**config.mk**
```make
export PLATFORM = sky130hd
export DESIGN_NAME = mem_port
export DESIGN_NICKNAME = d
export VERILOG_FILES = /design/src/cache_pkg.sv /design/src/mem_port.sv
export SDC_FILE = /design/constraint.sdc
export NUM_CORES = 1
export LEC_CHECK = 0
export BUFFER_PORTS_ARGS = -buffer_cell sky130_fd_sc_hd__buf_4
export CAP_MARGIN = 20
export CORE_ASPECT_RATIO = 0.6
export CORE_MARGIN = 10
export CORE_UTILIZATION = 50
export CTS_CLUSTER_SIZE = 16
export DETAILED_ROUTE_END_ITERATION = 8
export PLACE_DENSITY = 0.88
export SETUP_SLACK_MARGIN = 0.15
export SYNTH_ARGS = -nofsm -noshare
export SYNTH_HDL_FRONTEND = slang
export SYNTH_SLANG_ARGS = --single-unit
```
**constraint.sdc**
```tcl
create_clock -name CLK -period 23.9 [get_ports CLK]
set_input_delay 4.78 -clock CLK [delete_from_list [all_inputs] [get_ports CLK]]
set_output_delay 4.78 -clock CLK [all_outputs]
set_load 0.02 [all_outputs]
```
**src/cache_pkg.sv**
```systemverilog
// cache package
// word, line and request types shared by the cache controller and memory port
`default_nettype none

package cache_pkg;

    // fixed geometry
    localparam int ADDR_W         = 32;
    localparam int WORD_W         = 32;
    localparam int BYTES_PER_WORD = 4;
    localparam int WORDS_PER_LINE = 4;

    // byte-in-word and byte-in-line offset widths
    localparam int BYTE_OFFSET_W = $clog2(BYTES_PER_WORD);
    localparam int LINE_OFFSET_W = BYTE_OFFSET_W + $clog2(WORDS_PER_LINE);

    typedef logic [WORD_W-1:0]         word_t;
    typedef logic [BYTES_PER_WORD-1:0] strb_t;

    // word 0 sits in the low bits
    typedef word_t [WORDS_PER_LINE-1:0] line_t;

    // processor request with rd and wr never both high
    typedef struct packed {
        logic              rd;
        logic              wr;
        logic [ADDR_W-1:0] addr;
        word_t             wdata;
        strb_t             wstrb;
    } cpu_req_t;

    // memory request with a word aligned addr
    typedef struct packed {
        logic              rd;
        logic              wr;
        logic [ADDR_W-1:0] addr;
        word_t             wdata;
        strb_t             wstrb;
    } mem_req_t;

    // valid bit plus the tag left above index and offset
    function automatic int tag_entry_bits(input int num_lines);
        return 1 + ADDR_W - LINE_OFFSET_W - $clog2(num_lines);
    endfunction

endpackage

`default_nettype wire
```
**src/mem_port.sv**
```systemverilog
// external memory sequencer
// four-beat line refill and single-word store forwarding, each beat held until ack
`timescale 1ns/1ps
`default_nettype none

module mem_port (
    input  wire logic                   CLK,
    input  wire logic                   rst_n,
    input  wire logic                   fill_start,
    input  wire logic [31:0]            fill_addr,
    output logic                        fill_done,
    output cache_pkg::line_t            fill_line,
    input  wire logic                   store_start,
    input  wire cache_pkg::mem_req_t    store_req,
    output logic                        store_done,
    output cache_pkg::mem_req_t         mem_req,
    input  wire logic                   mem_ack,
    input  wire cache_pkg::word_t       mem_rdata
);

    import cache_pkg::*;

    localparam int BEAT_W = $clog2(WORDS_PER_LINE);

    // control
    logic              rd_q;
    logic              wr_q;
    logic [BEAT_W-1:0] beat;

    // payload
    logic [ADDR_W-1:0] addr_q;
    word_t             wdata_q;
    strb_t             wstrb_q;
    line_t             line_q;

    logic last_beat;

    assign last_beat = (beat == BEAT_W'(WORDS_PER_LINE - 1));

    assign mem_req.rd    = rd_q;
    assign mem_req.wr    = wr_q;
    assign mem_req.addr  = addr_q;
    assign mem_req.wdata = wdata_q;
    assign mem_req.wstrb = wstrb_q;

    // done pulses in the ack cycle of the last beat
    assign fill_done  = rd_q && mem_ack && last_beat;
    assign store_done = wr_q && mem_ack;

    // last word comes straight from the bus
    always_comb begin
        fill_line       = line_q;
        fill_line[beat] = mem_rdata;
    end

    always_ff @(posedge CLK) begin
        if (!rst_n) begin
            rd_q <= 1'b0;
            wr_q <= 1'b0;
            beat <= '0;
        end else if (fill_start) begin
            rd_q <= 1'b1;
            beat <= '0;
        end else if (store_start) begin
            wr_q <= store_req.wr;
        end else if (mem_ack) begin
            if (rd_q) begin
                beat <= beat + 1'b1;
                if (last_beat) begin
                    rd_q <= 1'b0;
                end
            end
            if (wr_q) begin
                wr_q <= 1'b0;
            end
        end
    end

    // address steps a word per read beat
    always_ff @(posedge CLK) begin
        if (fill_start) begin
            addr_q  <= fill_addr;
            wdata_q <= '0;
            wstrb_q <= '0;
        end else if (store_start) begin
            addr_q  <= store_req.addr;
            wdata_q <= store_req.wdata;
            wstrb_q <= store_req.wstrb;
        end else if (rd_q && mem_ack) begin
            line_q[beat] <= mem_rdata;
            addr_q       <= addr_q + 32'd4;
        end
    end

endmodule

`default_nettype wire

```
==> metrics <==
clock power share=between 30% and 40%; Netlist cell types=42; die area=23900 µm²; Cell Area, Placed=~12000 µm²; DRC violations left=0; post-cts resize count=0; die width=193 µm; Num Clock Sinks=200; register bit total from synthesis=200; RSZ-0062 raised after global routing=no; clock latency on the worst-skew pair=410 ps; syn_area_per_cell=14.1 µm²; CTS Hold Bufs=0; detailed placement HPWL=19400 µm; max_cap viols=0; Flop pwr share=50.0%; Final Net Count=1103; Util after Layout=70.8%; final instance area=12300 µm²; Slew @ Worst Pin=around 1000 ps; Psw=210 µW; initial DRC count=496; CP Class=in2out; wirelength, routed=26000 µm; YS warnings=0; routed len/inst=21.5 µm; post-route minimum period=roughly 10000 ps; drt pass-1 iters=7; setup_tns=0 ps; layout cells sized above 1=53.7%; initial antenna violation count=0; period utilisation layout=42.5%; Post-Syn Nets=between 700 and 800; Critical Path RT=19120 ps; Port-buffer cells=between 300 and 400; Setup Viol. Count Final=0; Post-Syn Area=8990 µm²; # diodes=0; Worst Setup Start Kind=primary input; outcome=complete, no violations; Vias=6398; Worst EP arrival=5380 ps; largest net degree at the start of global routing=76; Int Pwr=588 µW; number of H-tree levels=4; Final Hold Violating Endpoints=0; Switching Fraction=26.4%; Syn Inst Count=638; standard cell core area=17400 µm²; clock-pin slew on the worst setup and hold paths=approximately 80 ps; DR vias/cell=5.31; FMAX=98.4 MHz; Clock Path Buffers=2; Layout Skew=12.9 ps; pre-CTS setup slack=roughly 14000 ps; CTS tree=yes; Root Driver=clkbuf_16; Hold Crit Class=reg2reg; first-pass GRT wire length=38500 µm; Seq/Total Area, Yosys=62.3%; Max VDD drop=0.0000400 V; worst hold margin=500 ps; Filler cells=approximately 1200; Starting Density=between 50% and 60%; Routability Congestion=~0.84; Slew headroom=32.3%; Slew Viols, Final=0; CTS buffer count=17; GRT overflow=0; DRT antenna net count=0; Gate power share=13.4%; boundary pin count=339; crit end category=output port; Die H=roughly 120 µm; final setup margin=13740 ps; Layout area overhead=37.0%; via count of the first global-routing pass=6603; GRT Overall Usage=20.6%; setup bufs post-CTS=0; pwr/cell area=64.8 nW/µm²; Pleak=4.92 nW; Crit Path Max Fanout=4; Rows=37
power groups by stage:
stage                     Clock (mW)  Combinational [mW]  Sequential, mW
after global routing           0.314               0.114           0.401
after CTS                      0.300               0.108           0.399
final                          0.292               0.107           0.399
after floorplan                    0              0.0417           0.418
after global placement             0               0.105           0.406
after detailed placement           0               0.108           0.407
layout by cell type (no fill, tap or decap), drive strengths merged, types with 4 or more instances in the layout:
cell,instances
a21oi,9
a22oi,12
buf,341
clkbuf,18
clkinv,7
dfxtp,40
edfxtp,160
ha,5
inv,17
mux2,132
mux2i,38
nand2,31
nand3,9
nand4,4
nor2,49
nor3,9
nor4,10
o21ai,27
o22ai,5
xnor2,24
cells in the mapped netlist (all sizes together):
cell type  number  share of area [%]
xnor2          24                2.3
nand2b          3               0.21
buf            19               0.97
and4            3               0.29
nor3            9               0.61
a22o            2               0.19
o31a            2               0.19
o221ai          1              0.097
a21oi           9               0.50
xor2            2               0.19
a22oi          12                1.0
mux2i          38                4.2
dfxtp          40                8.9
nand4           4               0.35
and3            1              0.070
ha              5               0.70
nand2          31                1.3
o31ai           3               0.25
a21boi          2               0.17
nand3           9               0.50
nor2           49                2.0
o22ai           5               0.35
o21ai          27                1.5
o21a            1              0.084
inv            10               0.42
and2            1              0.070
nor2b           1              0.070
mux2          132                 17
or3             2               0.19
edfxtp        160                 53
or4             1               0.13
nor4           10                1.3
clkbuf         20               0.83
stage by stage:
| step | std cells | total power, mW |
|---|---|---|
| 2_1_floorplan | 638 | 0.460 |
| 3_3_place_gp | 1173 | 0.511 |
| 3_5_place_dp | 1173 | 0.515 |
| 4_1_cts | 1205 | 0.807 |
| 5_1_grt | 1206 | 0.829 |
| 6_report | 1206 | 0.798 |
state kept, by name, summed over array words and instances, names as in the netlist:
| signal | cells |
|---|---|
| addr_q | 32 |
| beat | 2 |
| line_q | 128 |
| rd_q | 1 |
| wdata_q | 32 |
| wr_q | 1 |
| wstrb_q | 4 |
final timing paths:
path,start,endpoint,slack [ps],cells past startpoint
setup / recovery,mem_rdata[10],fill_line[106],13740,3
hold / removal,wdata_q[11],wdata_q[11],500,2
setup reg to reg,rd_q,line_q[82],21440,4
hold reg to reg,wdata_q[11],wdata_q[11],500,2
worst max-delay path: stages:
cell    delay, ps
buf_4         130
mux2_2        300
buf_4         170
layer usage:
| metal | vias to the layer above | GRT usage, % | wire (µm) |
|---|---|---|---|
| li1 | 3023 | - | - |
| met1 | 3136 | 25.9 | 10600 |
| met2 | 229 | 34.2 | 12700 |
| met3 | 10 | 6.84 | 2530 |
| met4 | 0 | 4.16 | 203 |
| met5 | - | 0 | 0 |
logic make-up (layout without fill, tap and decap cells):
| kind of cell | Yosys count | count (layout) | share of synthesized area [%] |
|---|---|---|---|
| flops | 200 | 200 | 62.3 |
| mux | 170 | 170 | 20.8 |
| simple gates | 124 | 124 | 7.11 |
| compound gates | 64 | 64 | 4.34 |
| buf+inv | 49 | 383 | 2.23 |
| xor+xnor | 26 | 26 | 2.53 |
| fa+ha+maj | 5 | 5 | 0.696 |
layout make-up:
| cell class | count | area [µm²] | area share (%) |
|---|---|---|---|
| clock buffer | 18 | 450 | 3.66 |
| timing repair buffer | 341 | 2560 | 20.8 |
| clock inverter | 14 | 171 | 1.39 |
| multi-input combinational | 389 | 3200 | 26.0 |
| tap | 234 | 293 | 2.38 |
| sequential | 200 | 5610 | 45.5 |
| inverter | 10 | 37.5 | 0.305 |
No activity file was read; power rests on OpenSTA's default activity.
