File: src/sram.sv
// single-port storage array
// combinational read, clocked write where a mask bit of one keeps the old bit
`timescale 1ns/1ps
`default_nettype none

module sram #(
    parameter type entry_t = logic [31:0],
    parameter int  DEPTH   = 64
) (
    input  wire logic                        CLK,
    input  wire logic                        rst_n,
    input  wire logic                        wen,
    input  wire logic [$clog2(DEPTH)-1:0]    sel,
    input  wire entry_t                      wval,
    input  wire logic [$bits(entry_t)-1:0]   wmask,
    output entry_t                           rval
);

    localparam int W = $bits(entry_t);

    // one entry per index
    entry_t mem [DEPTH];

    // flat views for the bitwise merge
    logic [W-1:0] old_bits;
    logic [W-1:0] new_bits;
    logic [W-1:0] merged;

    // read port always on
    assign rval = mem[sel];

    assign old_bits = mem[sel];
    assign new_bits = wval;

    // mask one keeps the stored bit
    assign merged = (new_bits & ~wmask) | (old_bits & wmask);

    // writes held off while in reset
    always_ff @(posedge CLK) begin
        if (wen && rst_n) begin
            mem[sel] <= entry_t'(merged);
        end
    end

endmodule

`default_nettype wire

File: config.mk
export PLATFORM = sky130hd
export DESIGN_NAME = sram
export DESIGN_NICKNAME = d
export VERILOG_FILES = /design/src/sram.sv
export SDC_FILE = /design/constraint.sdc
export NUM_CORES = 2
export LEC_CHECK = 0
export BUFFER_PORTS_ARGS = -buffer_cell sky130_fd_sc_hd__clkbuf_2
export CAP_MARGIN = 10
export CORE_UTILIZATION = 42
export CTS_CLUSTER_SIZE = 24
export DETAILED_ROUTE_END_ITERATION = 8
export PLACE_DENSITY = 0.68
export SETUP_SLACK_MARGIN = 0.1
export SLEW_MARGIN = 5
export SYNTH_ARGS = -nofsm -noshare
export SYNTH_HDL_FRONTEND = slang
export SYNTH_SLANG_ARGS = --single-unit
File: constraint.sdc
create_clock -name CLK -period 11 [get_ports CLK]
set_input_delay 1.1 -clock CLK [delete_from_list [all_inputs] [get_ports CLK]]
set_output_delay 1.1 -clock CLK [all_outputs]
set_load 0.005 [all_outputs]
==> report_table.html <==
<table>
<tr><th>Metric</th><th>Value</th></tr>
<tr><th colspan="2">Drt</th></tr>
<tr><td>DRC violation count after routing</td><td>0</td></tr>
<tr><td>Routed vias</td><td>47.0k</td></tr>
<tr><td>Vias per inst</td><td>6.56</td></tr>
<tr><td>Overall routed net length</td><td>233000 um</td></tr>
<tr><td>Drt pass-1 iters</td><td>6</td></tr>
<tr><td>DR WL/cell</td><td>around 33 um</td></tr>
<tr><td>Routed Antenna Nets</td><td>0</td></tr>
<tr><td>Iteration-0 DRC count of the detailed router</td><td>7122</td></tr>
<tr><th colspan="2">Setup path</th></tr>
<tr><td>Sort of element at the end of the critical path</td><td>output pin</td></tr>
<tr><td>Reg-to-reg endpoint</td><td>mem[57][30]</td></tr>
<tr><td>Slack of the worst reg-to-reg path</td><td>between 6000 and 7000 ps</td></tr>
<tr><td>Worst setup path class</td><td>input pin to output pin</td></tr>
<tr><td>Crit start category</td><td>input pin</td></tr>
<tr><td>Required time of the critical path</td><td>9900 ps</td></tr>
<tr><td>Worst r2r src</td><td>mem[40][30]</td></tr>
<tr><td>Origin of the worst setup path</td><td>sel[2]</td></tr>
<tr><td>Worst reg2reg path depth</td><td>7</td></tr>
<tr><td>Stage delay of the slowest cell on the critical path</td><td>960 ps</td></tr>
<tr><td>Critical path peak fanout</td><td>54</td></tr>
<tr><td>Crit-path slowest cell</td><td>a2111oi_0</td></tr>
<tr><td>CP most frequent cell</td><td>buf_4</td></tr>
<tr><td>CP arrival</td><td>5320 ps</td></tr>
<tr><td>Crit path cell chain</td><td>buf_8, buf_4, nor2b_4, buf_4, a22o_1, a2111oi_0, o2111ai_1, or4_4, clkbuf_2</td></tr>
<tr><td>Capturing element of the worst setup path</td><td>rval[2]</td></tr>
<tr><th colspan="2">STA</th></tr>
<tr><td>Slew @ Worst Pin</td><td>about 1300 ps</td></tr>
<tr><td>Clock skew after layout</td><td>roughly 40 ps</td></tr>
<tr><td>Worst hold-check slack</td><td>approximately 760 ps</td></tr>
<tr><td>Highest attainable clock frequency</td><td>0.156 GHz</td></tr>
<tr><td>Final hold vios</td><td>0</td></tr>
<tr><td>Final cycle utilization of the critical path</td><td>0.583</td></tr>
<tr><td>Final count of negative-setup-slack endpoints</td><td>0</td></tr>
<tr><td>Relative max-transition margin</td><td>0.147</td></tr>
<tr><td>Total negative slack for setup checks</td><td>0 ps</td></tr>
<tr><td>Fin worst setup slack</td><td>4580 ps</td></tr>
<tr><td>Setup repair after global routing missed its margin</td><td>false</td></tr>
<tr><td>Min Tclk post-route</td><td>6420 ps</td></tr>
<tr><td>Slew Viols, Final</td><td>0</td></tr>
<tr><th colspan="2">Hold path</th></tr>
<tr><td>Hold crit path type</td><td>input pin to register</td></tr>
<tr><th colspan="2">Layout</th></tr>
<tr><td>Flip-flop count of the largest register after layout</td><td>2048</td></tr>
<tr><td>Synthesis-to-layout area growth</td><td>12.4%</td></tr>
<tr><td>Register ranked first by flip-flop count</td><td>mem</td></tr>
<tr><td>Most common library cell in the layout ignoring fill and taps</td><td>edfxtp_1</td></tr>
<tr><td>Leading cell types in the layout, fill and taps excluded</td><td>edfxtp_1 (2048), a22oi_1 (303), a221oi_1 (281)</td></tr>
<tr><td>Final non-filler cell total</td><td>7160</td></tr>
<tr><td>Share of layout cells above drive strength 1</td><td>0.156</td></tr>
<tr><td>Area taken by multi-input logic gates</td><td>16300 um2</td></tr>
<tr><td>Largest registers</td><td>mem: 2048 flops</td></tr>
<tr><td>Area occupied by registers</td><td>61500 um2</td></tr>
<tr><td>Nets</td><td>4598</td></tr>
<tr><td>Fill cells</td><td>15.2k</td></tr>
<tr><th colspan="2">Clocking</th></tr>
<tr><td>Clock transition at the registers of the reported paths</td><td>70 ps</td></tr>
<tr><td>Post-CTS Hold Buffers</td><td>0</td></tr>
<tr><td>Worst-case clock buffer depth</td><td>3</td></tr>
<tr><td>Clock buffer count from CTS</td><td>186</td></tr>
<tr><td>Count of clock tree sinks</td><td>2048</td></tr>
<tr><td>CTS resizes</td><td>0</td></tr>
<tr><td>CTS root buf</td><td>clkbuf_16</td></tr>
<tr><td>Setup bufs post-CTS</td><td>0</td></tr>
<tr><td>Clock insertion delay at the later pin of the skew report</td><td>850 ps</td></tr>
<tr><td>TritonCTS clock tree</td><td>yes</td></tr>
<tr><td>H-tree Lvls</td><td>4</td></tr>
<tr><th colspan="2">Pwr</th></tr>
<tr><td>Total power density per cell area</td><td>approximately 180 nW/um2</td></tr>
<tr><td>Peak supply drop</td><td>0.164 mV</td></tr>
<tr><td>Leakage power total</td><td>about 0.028 uW</td></tr>
<tr><td>Total power draw</td><td>16200 uW</td></tr>
<tr><th colspan="2">Synthesis</th></tr>
<tr><td>Number of flops mapped to enable cells by yosys</td><td>2048</td></tr>
<tr><td>Primary flip-flop cell chosen by synthesis mapping</td><td>edfxtp_1</td></tr>
<tr><td>Largest area contributor in the netlist</td><td>edfxtp_1</td></tr>
<tr><td>Mapped Cells</td><td>4442</td></tr>
<tr><td>Average cell area after synthesis</td><td>~18 um2</td></tr>
<tr><td>Fraction of synthesized cell area taken by the top area cell type</td><td>0.781</td></tr>
<tr><td>Count of distinct cell types in the synthesized netlist</td><td>62</td></tr>
<tr><td>Biggest area contributors in the synthesized netlist</td><td>edfxtp_1 (78%), a221oi_1 (3.1%), mux2i_1 (3.0%), a22oi_1 (2.9%), a22o_1 (1.6%)</td></tr>
<tr><td>Sequential share of the synthesized area</td><td>0.781</td></tr>
<tr><td>Nets in the synthesized netlist</td><td>4515</td></tr>
<tr><td>Mapped cell area</td><td>between 70000 and 80000 um2</td></tr>
<tr><td>Asr flop ratio synth</td><td>0</td></tr>
<tr><td>Yosys warnings</td><td>0</td></tr>
<tr><td>#FFs+latches synth</td><td>2048</td></tr>
<tr><th colspan="2">Global route</th></tr>
<tr><td>Global-route wire length before repair</td><td>roughly 330000 um</td></tr>
<tr><td>GRT Max-Usage Layer</td><td>met2</td></tr>
<tr><td>Aggregate global-route resource usage</td><td>0.239</td></tr>
<tr><td>Number of global-route vias before repair</td><td>44.3k</td></tr>
<tr><td>Overflow left after global routing</td><td>0</td></tr>
<tr><td>Maximum number of pins on one net before global-route repair</td><td>148</td></tr>
<tr><td>Initial antenna violation count</td><td>5</td></tr>
<tr><td>Routing usage on met2</td><td>0.365</td></tr>
<tr><td>Met1 capacity usage during global routing</td><td>0.331</td></tr>
<tr><td>Met3 track demand over resource</td><td>0.0535</td></tr>
<tr><th colspan="2">Placement</th></tr>
<tr><td>Placed instance count</td><td>6814</td></tr>
<tr><td>Global placer's final weighted congestion</td><td>0.851</td></tr>
<tr><td>Post-DP HPWL</td><td>121000 um</td></tr>
<tr><td>Buffers on Ports</td><td>104</td></tr>
<tr><td>Placement Setup Slack</td><td>4610 ps</td></tr>
<tr><th colspan="2">Floorplan</th></tr>
<tr><td>Chip height</td><td>around 430 um</td></tr>
<tr><td>Initial Util</td><td>0.424</td></tr>
<tr><td>Total number of placement rows</td><td>158</td></tr>
<tr><td>Floorplan Core Area</td><td>186000 um2</td></tr>
<tr><td>Number of I/O pins</td><td>105</td></tr>
<tr><td>Die Width</td><td>435 um</td></tr>
<tr><td>Die Area</td><td>around 190000 um2</td></tr>
<tr><th colspan="2">Job</th></tr>
<tr><td>Max-cap violations</td><td>0</td></tr>
<tr><th colspan="2">Status</th></tr>
<tr><td>Status</td><td>finished clean</td></tr>
</table>
power by group:
part / internal, uW / switching, uW / total (uW) / leakage, uW
registers: 8800 / 4.20 / 8810 / 0.0184
clock network: 3470 / 2860 / 6330 / 0.00286
logic: 271 / 807 / 1080 / 0.00636
total: 12500 / 3670 / 16200 / 0.0276
per-layer routing:
metal | wire, um | share of wire
met1 | 87600 | 0.38
met2 | 105000 | 0.45
met3 | 29900 | 0.13
met4 | 10100 | 0.043
met5 | 13 | 0.000056
cell usage after synthesis (all sizes together) (20+ instances only):
cell type  count
a21oi         65
a211oi        20
o21ai         37
nor2         165
nand2         24
or3           44
a22o         141
a221o         43
nand3         50
a221oi       281
or3b          33
clkbuf       188
mux2i        234
a22oi        303
nand3b        35
o22a          42
o22ai        195
buf          171
mux2          62
edfxtp      2048
nor3          42
how the worst min path moves through the flow:
stage / from / end / slack [ps] / cells past startpoint
6_report: wmask[27] / mem[43][27] / 760 / 2
5_1_grt: wmask[27] / mem[60][27] / 770 / 2
4_1_cts: wmask[27] / mem[63][27] / 740 / 2
3_5_place_dp: mem[33][31] / mem[34][31] / 1320 / 4
3_3_place_gp: mem[39][31] / mem[54][31] / 1270 / 4
2_1_floorplan: mem[0][1] / mem[0][1] / 1410 / 5
cell families (layout without fill, tap and decap cells):
logic type,count (synthesis),in the layout,share of synthesized area
AOI/OAI and AO/OA,1268,1268,0.126
DFF,2048,2048,0.781
other,0,2,0
and+or+nand+nor,461,461,0.0322
muxes,303,303,0.0406
buffers and inverters,362,598,0.0205
cell type report:
| type | count | area share |
|---|---|---|
| diodes | 2 | 0.0000565 |
| clock buffers | 223 | 0.0546 |
| clock inverters | 118 | 0.0114 |
| inverters | 3 | 0.000198 |
| multi-input cells | 2032 | 0.184 |
| flip-flops and latches | 2048 | 0.695 |
| well taps | 2480 | 0.0351 |
| repair buffers | 254 | 0.0202 |
worst max-delay path: cells and delay by family:
| family | cells | cell delay, ps |
|---|---|---|
| simple gates | 2 | 760 |
| buf+inv | 4 | 1470 |
| compound gates | 3 | 1870 |
through the flow:
| step | cell area [um2] | util |
|---|---|---|
| finish | 88500 | 0.476 |
| global route | 88500 | 0.476 |
| CTS | 88500 | 0.476 |
| detailed placement | 82600 | 0.445 |
| global placement | 82600 | 0.445 |
| floorplan | 78700 | - |
No activity file was read; power rests on OpenSTA's default activity.
